File: src/logic/snake_pkg.sv
`default_nettype none

package snake_pkg;

    ////////////////////////////////////////////////////////////////////////////
    // Field and counter widths
    ////////////////////////////////////////////////////////////////////////////

    localparam int COORD_W = 9;
    localparam int DIR_W   = 2;
    localparam int LEN_W   = 4;
    localparam int SCORE_W = 8;

    typedef logic [COORD_W-1:0] coord_t;
    typedef logic [DIR_W-1:0]   dir_t;
    typedef logic [LEN_W-1:0]   len_t;
    typedef logic [SCORE_W-1:0] score_t;

    ////////////////////////////////////////////////////////////////////////////
    // Game constants
    ////////////////////////////////////////////////////////////////////////////

    // Segment slots in the body
    localparam int MAX_LEN = 8;

    // Last valid cell on either axis
    localparam coord_t GRID_MAX = 9'd31;

    // Head after reset or restart
    localparam coord_t START_X = 9'd16;
    localparam coord_t START_Y = 9'd16;

    // Direction encoding, y grows upward
    localparam dir_t DIR_RIGHT = 2'd0;
    localparam dir_t DIR_DOWN  = 2'd1;
    localparam dir_t DIR_LEFT  = 2'd2;
    localparam dir_t DIR_UP    = 2'd3;

    // Move controller states
    typedef enum logic [1:0] {
        RULES_IDLE,
        RULES_CHECK,
        RULES_OVER
    } rules_state_t;

endpackage

`default_nettype wire

File: src/logic/snake_regs_pkg.sv
`default_nettype none

package snake_regs_pkg;

    localparam int ADDR_W = 8;
    localparam int DATA_W = 32;

    typedef logic [ADDR_W-1:0] axil_addr_t;
    typedef logic [DATA_W-1:0] axil_data_t;

    // Register offsets
    localparam axil_addr_t REG_CTRL   = 8'h00;
    localparam axil_addr_t REG_DIR    = 8'h04;
    localparam axil_addr_t REG_FOOD   = 8'h08;
    localparam axil_addr_t REG_HEAD   = 8'h0C;
    localparam axil_addr_t REG_STATUS = 8'h10;
    localparam axil_addr_t REG_SCORE  = 8'h14;

    // Field positions
    localparam int CTRL_STEP_BIT    = 0;
    localparam int CTRL_RESTART_BIT = 1;
    localparam int POS_X_LSB        = 0;
    localparam int POS_Y_LSB        = 16;
    localparam int STAT_BUSY_BIT    = 0;
    localparam int STAT_OVER_BIT    = 1;
    localparam int STAT_LEN_LSB     = 8;

    localparam logic [1:0] RESP_OKAY = 2'b00;

endpackage

`default_nettype wire

File: src/logic/snake_body.sv
`timescale 1ns/10ps
`default_nettype none

module snake_body (
    input  logic clk,
    input  logic reset,
    input  logic shift,
    input  logic grow,
    input  logic clear,
    input  snake_pkg::coord_t new_x,
    input  snake_pkg::coord_t new_y,
    output snake_pkg::coord_t [snake_pkg::MAX_LEN-1:0] seg_x,
    output snake_pkg::coord_t [snake_pkg::MAX_LEN-1:0] seg_y,
    output snake_pkg::len_t length
);

    // Raw segment slots, slot 0 is the head
    snake_pkg::coord_t pos_x [snake_pkg::MAX_LEN];
    snake_pkg::coord_t pos_y [snake_pkg::MAX_LEN];

    snake_pkg::len_t len_q;
    logic [snake_pkg::MAX_LEN-1:0] live;

    ////////////////////////////////////////////////////////////////////////////
    // Position shift register
    ////////////////////////////////////////////////////////////////////////////

    always_ff @(posedge clk) begin
        if (reset || clear) begin
            // Only the head matters, the rest is masked off
            pos_x[0] <= snake_pkg::START_X;
            pos_y[0] <= snake_pkg::START_Y;
        end else if (shift) begin
            for (int i = snake_pkg::MAX_LEN - 1; i > 0; i--) begin
                pos_x[i] <= pos_x[i-1];
                pos_y[i] <= pos_y[i-1];
            end
            pos_x[0] <= new_x;
            pos_y[0] <= new_y;
        end
    end

    ////////////////////////////////////////////////////////////////////////////
    // Length counter
    ////////////////////////////////////////////////////////////////////////////

    always_ff @(posedge clk) begin
        if (reset || clear) begin
            len_q <= 4'd1;
        end else if (shift && grow) begin
            // Saturate at a full body
            if (int'(len_q) < snake_pkg::MAX_LEN) begin
                len_q <= len_q + 4'd1;
            end
        end
    end

    // One bit per slot holding a live segment
    always_comb begin
        for (int i = 0; i < snake_pkg::MAX_LEN; i++) begin
            live[i] = (i < int'(len_q));
        end
    end

    // Slots past the tail read as zero
    always_comb begin
        for (int i = 0; i < snake_pkg::MAX_LEN; i++) begin
            if (live[i]) begin
                seg_x[i] = pos_x[i];
                seg_y[i] = pos_y[i];
            end else begin
                seg_x[i] = '0;
                seg_y[i] = '0;
            end
        end
    end

    assign length = len_q;

endmodule

`default_nettype wire

File: src/logic/snake_game.sv
`timescale 1ns/10ps
`default_nettype none

module snake_game (
    input  logic clk,
    input  logic reset,
    // AXI4-Lite write
    input  logic awvalid,
    output logic awready,
    input  snake_regs_pkg::axil_addr_t awaddr,
    input  logic wvalid,
    output logic wready,
    input  snake_regs_pkg::axil_data_t wdata,
    output logic bvalid,
    input  logic bready,
    output logic [1:0] bresp,
    // AXI4-Lite read
    input  logic arvalid,
    output logic arready,
    input  snake_regs_pkg::axil_addr_t araddr,
    output logic rvalid,
    input  logic rready,
    output snake_regs_pkg::axil_data_t rdata,
    output logic [1:0] rresp
);

    // Host commands into the move controller
    logic step_req;
    logic restart_req;
    snake_pkg::dir_t dir;
    snake_pkg::coord_t food_x;
    snake_pkg::coord_t food_y;

    // Move controller to body
    logic shift;
    logic grow;
    logic clear;
    snake_pkg::coord_t new_x;
    snake_pkg::coord_t new_y;

    // Game status
    logic busy;
    logic over;
    snake_pkg::score_t score;
    snake_pkg::coord_t [snake_pkg::MAX_LEN-1:0] seg_x;
    snake_pkg::coord_t [snake_pkg::MAX_LEN-1:0] seg_y;
    snake_pkg::len_t length;

    snake_regs regs_i (
        .clk(clk), .reset(reset),
        .awvalid(awvalid), .awready(awready), .awaddr(awaddr),
        .wvalid(wvalid), .wready(wready), .wdata(wdata),
        .bvalid(bvalid), .bready(bready), .bresp(bresp),
        .arvalid(arvalid), .arready(arready), .araddr(araddr),
        .rvalid(rvalid), .rready(rready), .rdata(rdata), .rresp(rresp),
        .busy(busy), .over(over), .length(length),
        .head_x(seg_x[0]), .head_y(seg_y[0]), .score(score),
        .step_req(step_req), .restart_req(restart_req), .dir(dir),
        .food_x(food_x), .food_y(food_y)
    );

    snake_rules rules_i (
        .clk(clk), .reset(reset),
        .step_req(step_req), .restart_req(restart_req), .dir(dir),
        .food_x(food_x), .food_y(food_y),
        .seg_x(seg_x), .seg_y(seg_y), .length(length),
        .shift(shift), .grow(grow), .clear(clear),
        .busy(busy), .over(over),
        .new_x(new_x), .new_y(new_y), .score(score)
    );

    snake_body body_i (
        .clk(clk), .reset(reset),
        .shift(shift), .grow(grow), .clear(clear),
        .new_x(new_x), .new_y(new_y),
        .seg_x(seg_x), .seg_y(seg_y), .length(length)
    );

endmodule

`default_nettype wire

File: src/logic/snake_regs.sv
`timescale 1ns/10ps
`default_nettype none

module snake_regs (
    input  logic clk,
    input  logic reset,
    // AXI4-Lite write
    input  logic awvalid,
    output logic awready,
    input  snake_regs_pkg::axil_addr_t awaddr,
    input  logic wvalid,
    output logic wready,
    input  snake_regs_pkg::axil_data_t wdata,
    output logic bvalid,
    input  logic bready,
    output logic [1:0] bresp,
    // AXI4-Lite read
    input  logic arvalid,
    output logic arready,
    input  snake_regs_pkg::axil_addr_t araddr,
    output logic rvalid,
    input  logic rready,
    output snake_regs_pkg::axil_data_t rdata,
    output logic [1:0] rresp,
    // Game side
    input  logic busy,
    input  logic over,
    input  snake_pkg::len_t length,
    input  snake_pkg::coord_t head_x,
    input  snake_pkg::coord_t head_y,
    input  snake_pkg::score_t score,
    output logic step_req,
    output logic restart_req,
    output snake_pkg::dir_t dir,
    output snake_pkg::coord_t food_x,
    output snake_pkg::coord_t food_y
);

    logic wr_take;
    logic rd_take;
    logic ctrl_hit;
    snake_regs_pkg::axil_data_t rd_mux;

    ////////////////////////////////////////////////////////////////////////////
    // Write channel
    ////////////////////////////////////////////////////////////////////////////

    // Address and data are taken as a pair
    assign wr_take = awvalid && wvalid && !bvalid;
    assign awready = wr_take;
    assign wready  = wr_take;
    assign bresp   = snake_regs_pkg::RESP_OKAY;

    always_ff @(posedge clk) begin
        if (reset) begin
            bvalid <= 1'b0;
        end else if (wr_take) begin
            bvalid <= 1'b1;
        end else if (bready) begin
            bvalid <= 1'b0;
        end
    end

    // Command pulses in the acceptance cycle
    assign ctrl_hit    = wr_take && (awaddr == snake_regs_pkg::REG_CTRL);
    assign step_req    = ctrl_hit && wdata[snake_regs_pkg::CTRL_STEP_BIT];
    assign restart_req = ctrl_hit && wdata[snake_regs_pkg::CTRL_RESTART_BIT];

    always_ff @(posedge clk) begin
        if (reset) begin
            dir    <= snake_pkg::DIR_RIGHT;
            food_x <= '0;
            food_y <= '0;
        end else if (wr_take) begin
            if (awaddr == snake_regs_pkg::REG_DIR) begin
                dir <= wdata[snake_pkg::DIR_W-1:0];
            end
            if (awaddr == snake_regs_pkg::REG_FOOD) begin
                food_x <= wdata[snake_regs_pkg::POS_X_LSB +: snake_pkg::COORD_W];
                food_y <= wdata[snake_regs_pkg::POS_Y_LSB +: snake_pkg::COORD_W];
            end
        end
    end

    ////////////////////////////////////////////////////////////////////////////
    // Read channel
    ////////////////////////////////////////////////////////////////////////////

    assign arready = !rvalid;
    assign rd_take = arvalid && arready;
    assign rresp   = snake_regs_pkg::RESP_OKAY;

    // Control register and unmapped offsets read zero
    always_comb begin
        rd_mux = '0;
        case (araddr)
            snake_regs_pkg::REG_DIR: begin
                rd_mux[snake_pkg::DIR_W-1:0] = dir;
            end
            snake_regs_pkg::REG_FOOD: begin
                rd_mux[snake_regs_pkg::POS_X_LSB +: snake_pkg::COORD_W] = food_x;
                rd_mux[snake_regs_pkg::POS_Y_LSB +: snake_pkg::COORD_W] = food_y;
            end
            snake_regs_pkg::REG_HEAD: begin
                rd_mux[snake_regs_pkg::POS_X_LSB +: snake_pkg::COORD_W] = head_x;
                rd_mux[snake_regs_pkg::POS_Y_LSB +: snake_pkg::COORD_W] = head_y;
            end
            snake_regs_pkg::REG_STATUS: begin
                rd_mux[snake_regs_pkg::STAT_BUSY_BIT] = busy;
                rd_mux[snake_regs_pkg::STAT_OVER_BIT] = over;
                rd_mux[snake_regs_pkg::STAT_LEN_LSB +: snake_pkg::LEN_W] = length;
            end
            snake_regs_pkg::REG_SCORE: begin
                rd_mux[snake_pkg::SCORE_W-1:0] = score;
            end
            default: ;
        endcase
    end

    always_ff @(posedge clk) begin
        if (reset) begin
            rvalid <= 1'b0;
        end else if (rd_take) begin
            rvalid <= 1'b1;
        end else if (rready) begin
            rvalid <= 1'b0;
        end
    end

    // Captured once, held while rvalid waits
    always_ff @(posedge clk) begin
        if (rd_take) begin
            rdata <= rd_mux;
        end
    end

endmodule

`default_nettype wire

File: src/logic/snake_rules.sv
`timescale 1ns/10ps
`default_nettype none

module snake_rules (
    input  logic clk,
    input  logic reset,
    input  logic step_req,
    input  logic restart_req,
    input  snake_pkg::dir_t dir,
    input  snake_pkg::coord_t food_x,
    input  snake_pkg::coord_t food_y,
    input  snake_pkg::coord_t [snake_pkg::MAX_LEN-1:0] seg_x,
    input  snake_pkg::coord_t [snake_pkg::MAX_LEN-1:0] seg_y,
    input  snake_pkg::len_t length,
    output logic shift,
    output logic grow,
    output logic clear,
    output logic busy,
    output logic over,
    output snake_pkg::coord_t new_x,
    output snake_pkg::coord_t new_y,
    output snake_pkg::score_t score
);

    snake_pkg::rules_state_t state;

    snake_pkg::coord_t step_x;
    snake_pkg::coord_t step_y;
    logic wall_hit;
    logic body_hit;
    logic eat;
    logic grow_ok;
    logic hit;

    ////////////////////////////////////////////////////////////////////////////
    // Next head from current head and direction
    ////////////////////////////////////////////////////////////////////////////

    // Underflow wraps to 511 and lands out of bounds
    always_comb begin
        step_x = seg_x[0];
        step_y = seg_y[0];
        case (dir)
            snake_pkg::DIR_RIGHT: step_x = seg_x[0] + 9'd1;
            snake_pkg::DIR_DOWN:  step_y = seg_y[0] - 9'd1;
            snake_pkg::DIR_LEFT:  step_x = seg_x[0] - 9'd1;
            snake_pkg::DIR_UP:    step_y = seg_y[0] + 9'd1;
            default: ;
        endcase
    end

    // Held for the check cycle and the body write
    always_ff @(posedge clk) begin
        if (state == snake_pkg::RULES_IDLE && step_req) begin
            new_x <= step_x;
            new_y <= step_y;
        end
    end

    ////////////////////////////////////////////////////////////////////////////
    // Move checks
    ////////////////////////////////////////////////////////////////////////////

    assign wall_hit = (new_x > snake_pkg::GRID_MAX) || (new_y > snake_pkg::GRID_MAX);
    assign eat      = (new_x == food_x) && (new_y == food_y);
    assign grow_ok  = eat && (int'(length) < snake_pkg::MAX_LEN);

    // The tail moves away unless the body grows this step
    always_comb begin
        body_hit = 1'b0;
        for (int i = 0; i < snake_pkg::MAX_LEN; i++) begin
            if (i < int'(length) && new_x == seg_x[i] && new_y == seg_y[i]) begin
                if (!(i == int'(length) - 1 && !grow_ok)) begin
                    body_hit = 1'b1;
                end
            end
        end
    end

    assign hit = wall_hit || body_hit;

    ////////////////////////////////////////////////////////////////////////////
    // State machine
    ////////////////////////////////////////////////////////////////////////////

    always_ff @(posedge clk) begin
        if (reset || restart_req) begin
            state <= snake_pkg::RULES_IDLE;
        end else begin
            case (state)
                snake_pkg::RULES_IDLE: begin
                    if (step_req) begin
                        state <= snake_pkg::RULES_CHECK;
                    end
                end
                snake_pkg::RULES_CHECK: begin
                    state <= hit ? snake_pkg::RULES_OVER : snake_pkg::RULES_IDLE;
                end
                default: state <= snake_pkg::RULES_OVER;
            endcase
        end
    end

    // Restart wins over a move in flight
    assign shift = (state == snake_pkg::RULES_CHECK) && !hit && !restart_req;
    assign grow  = shift && grow_ok;
    assign clear = restart_req;
    assign busy  = (state == snake_pkg::RULES_CHECK);
    assign over  = (state == snake_pkg::RULES_OVER);

    // Food counts even when the body is already full
    always_ff @(posedge clk) begin
        if (reset || restart_req) begin
            score <= '0;
        end else if (shift && eat) begin
            score <= score + 8'd1;
        end
    end

endmodule

`default_nettype wire

File: config.mk
export PLATFORM = sky130hd
export DESIGN_NAME = snake_game
export DESIGN_NICKNAME = d
export VERILOG_FILES = /design/src/logic/snake_pkg.sv /design/src/logic/snake_regs_pkg.sv /design/src/logic/snake_body.sv /design/src/logic/snake_game.sv /design/src/logic/snake_regs.sv /design/src/logic/snake_rules.sv
export SDC_FILE = /design/constraint.sdc
export NUM_CORES = 1
export LEC_CHECK = 0
export CAP_MARGIN = 20
export CORE_MARGIN = 1
export CORE_UTILIZATION = 43
export DETAILED_ROUTE_END_ITERATION = 10
export DONT_BUFFER_PORTS = 1
export GPL_TIMING_DRIVEN = 1
export PLACE_DENSITY = 0.59
export SKIP_CTS_REPAIR_TIMING = 1
export SYNTH_ARGS = -nofsm -noshare
export SYNTH_HDL_FRONTEND = slang
export SYNTH_HIERARCHICAL = 1
export SYNTH_SLANG_ARGS = --single-unit
File: constraint.sdc
create_clock -name clk -period 6.1 [get_ports clk]
set_input_delay 0.61 -clock clk [delete_from_list [all_inputs] [get_ports clk]]
set_output_delay 0.61 -clock clk [all_outputs]
set_load 0.02 [all_outputs]
==> qor.csv <==
metric,value,unit
CP required,6.29,ns
drt wl/cell,20.3,um
fill count,2604,
clk sink count,219,
Hold Startpoint,reset,
metal2 WL,14100,um
r2r startpoint,body_i/length[1],
Initial Util,0.441,
DRT met1 WL,13300,um
Achievable Freq,201,MHz
Worst Tran Pin Value,0.977,ns
ANT cells,0,
post-layout minimum cycle time,4.98,ns
All-Layer GR Usage,0.200,
io pins,96,
"non-filler cells, final",1450,
die area,0.0295,mm^2
Vias per Instance,5.35,
vias post-DR,7763,
drt first pass iters,5,
Setup crit start,body_i/length[1],
initial antenna violation count,0,
fraction of registers with async set/reset,0,
synthesis-to-layout area growth,7.52,%
Clock Power Share,0.457,
P_sw,0.000643,W
switching portion of total power,0.204,
Worst-Skew Late Latency,0.51,ns
number of global-route vias before repair,7459,
Max Cap Viol,0,
Worst slew margin,0.348,
Worst-path clk slew,0.06,ns
DRT antenna net count,0,
CP arrival,5.17,ns
top fanout value on the critical path,73,
total global routing overflow,0,
Max Used Layer,met4,
register area share after synthesis,0.502,
post-synthesis register bit count,219,
RSZ-0062 raised after global routing,false,
Most used DFF post-synth,edfxtp_1,
mean area per synthesized cell,11.5,um^2
clock root buffer,clkbuf_16,
row count,61,
Inst Count DP,1405,
Netlist cell types,74,
DRC violations left,0,
"slowest stage cell, crit path",dfxtp_1,
largest net degree at the start of global routing,74,
"most common cell after layout, fill and taps aside",edfxtp_1,
area of the multi-input gates,0.00569,mm^2
WS Path Type,reg -> reg,
Chip Width,172,um
Setup Total Neg Slack,0,ns
DP HPWL,20700,um
"EDFF count, synth",183,
crit-path leading delay family,simple AND/OR/NAND/NOR gates,
layout cells sized above 1,0.0812,
R2R Setup Slk,1.12,ns
Synth Warn #,6,
Detailed Route WL,29400,um
CORE AREA,0.0281,mm^2
register share of total power,0.518,
Final Hold Fails,0,
Max Buffers Root-to-Sink,3,
CP peak stage delay,0.79,ns
Layout Skew,0.0112,ns
Internal Pwr Total,0.00251,W
TritonCTS Buffers,25,
RePlAce Congestion,0.869,
Bufs and invs on worst path,3,
combinational power share,0.026,
Hold Crit Class,in -> reg,
CP Launch Type,flip-flop,
leakage power,4.57,nW
Max IR drop VDD,0.000164,V
pwr dens,237,mW/mm^2
worst path cell trace,"inv_1, ha_1, nor3b_4, nor2b_1, xor2_1, nor4_1, nand3_1, nor3_1, a22oi_1, nand2_1, nor3b_2, buf_4, and2_4, buf_12",
Die Ht,172,um
CP endpoint kind,flip-flop,
DR WL met3,1230,um
max-slew violations,0,
Syn Inst Count,1077,
fin util,0.474,
final setup vio count,0,
global-route wire length before repair,43900,um
status,"finished, final reports clean",
most frequent cells in the layout,"183 x edfxtp_1, 120 x xor2_1, 114 x nor2b_1",
nets@finish,1130,
port bufs,0,
Synth Cell Area,0.0124,mm^2
area occupied by registers,0.00622,mm^2
CTS tree,yes,
DRT iter0 DRCs,540,
crit share post-route,0.817,
H-Tree Level Count,1,
-- Yosys cell counts (all sizes together) (4+ instances only) --
cell type,number,area [um^2]
dfxtp,36,721
nand2b,44,278
inv,22,82.6
a22oi,10,75.1
a21oi,18,113
nand3b,6,45.0
o311ai,4,35.0
xor2,120,1050
mux2i,36,360
or3,4,25.0
buf,52,393
nor3,16,103
nor3b,10,86.3
nor4,40,309
and2,20,125
nand4,18,113
nand3,10,55.1
o211ai,8,60.1
nor2b,115,719
and3,21,131
xnor2,55,482
or2,4,25.0
or4,13,103
a21boi,22,165
mux2,18,206
clkbuf,19,72.6
o21ai,15,75.1
nor2,44,180
o21bai,4,30.0
edfxtp,183,5500
nand2,38,143
ha,18,225
-- metrics by stage --
stage | worst slack, ns | area (um^2) | power [W] | hold slack, ns
final | 1.12 | 13300 | 0.00315 | 0.167
after detailed placement | 1.18 | 12500 | 0.00174 | 0.425
after floorplan | 0.0243 | 12400 | 0.00174 | 0.418
after global routing | 0.662 | 13300 | 0.00324 | 0.149
after CTS | 1.15 | 13300 | 0.00318 | 0.143
after global placement | 1.15 | 12500 | 0.00174 | 0.421
-- kinds of logic (layout without fill, tap and decap cells) --
| group | count (synthesis) | count (layout) | share of synthesized area |
|---|---|---|---|
| other | 1 | 15 | 0.000303 |
| AO/OA/AOI/OAI | 101 | 101 | 0.0579 |
| AND/OR/NAND/NOR | 414 | 414 | 0.205 |
| buffers and inverters | 93 | 74 | 0.0442 |
| flip-flops | 219 | 219 | 0.502 |
| XOR/XNOR | 175 | 175 | 0.124 |
| multiplexers | 54 | 54 | 0.0457 |
| adder cells (fa/ha/maj) | 20 | 20 | 0.0214 |
-- power groups by stage --
stage / Clock (W) / Sequential [W] / Combinational, W
global route: 0.00152 / 0.00163 / 0.0000880
finish: 0.00144 / 0.00163 / 0.0000807
CTS: 0.00147 / 0.00163 / 0.0000789
global placement: 0 / 0.00166 / 0.0000779
detailed placement: 0 / 0.00166 / 0.0000786
floorplan: 0 / 0.00166 / 0.0000779
-- layer usage --
metal,vias up,track usage
li1,3764,-
met2,182,0.340
met4,0,0.0562
met5,-,0
met1,3771,0.267
met3,46,0.0251
-- flip-flops by register name, indices dropped and copies added (netlist names) --
signal	count
rules_i/new_y	9
rules_i/state	2
regs_i/food_x	9
regs_i/rdata	21
rules_i/score	8
regs_i/bvalid	1
rules_i/new_x	9
regs_i/rvalid	1
regs_i/food_y	9
body_i/pos_y	72
body_i/pos_x	72
body_i/length	4
regs_i/dir	2
-- worst paths after layout --
| kind | to | depth (start not counted) |
|---|---|---|
| max reg2reg | body_i/pos_y[1][34] | 14 |
| max | body_i/pos_y[1][34] | 14 |
| min reg2reg | body_i/pos_x[0][27] | 0 |
| min | body_i/length[3] | 1 |
-- cell type report --
class / count / share of cell area
Tap cell: 378 / 0.0355
Clock buffer: 37 / 0.0518
Timing Repair Buffer: 8 / 0.00601
Clock inverter: 7 / 0.00648
Inverter: 22 / 0.00620
Multi-Input combinational cell: 779 / 0.427
Sequential cell: 219 / 0.467
Note: power is estimated with default switching activity, not from simulation.
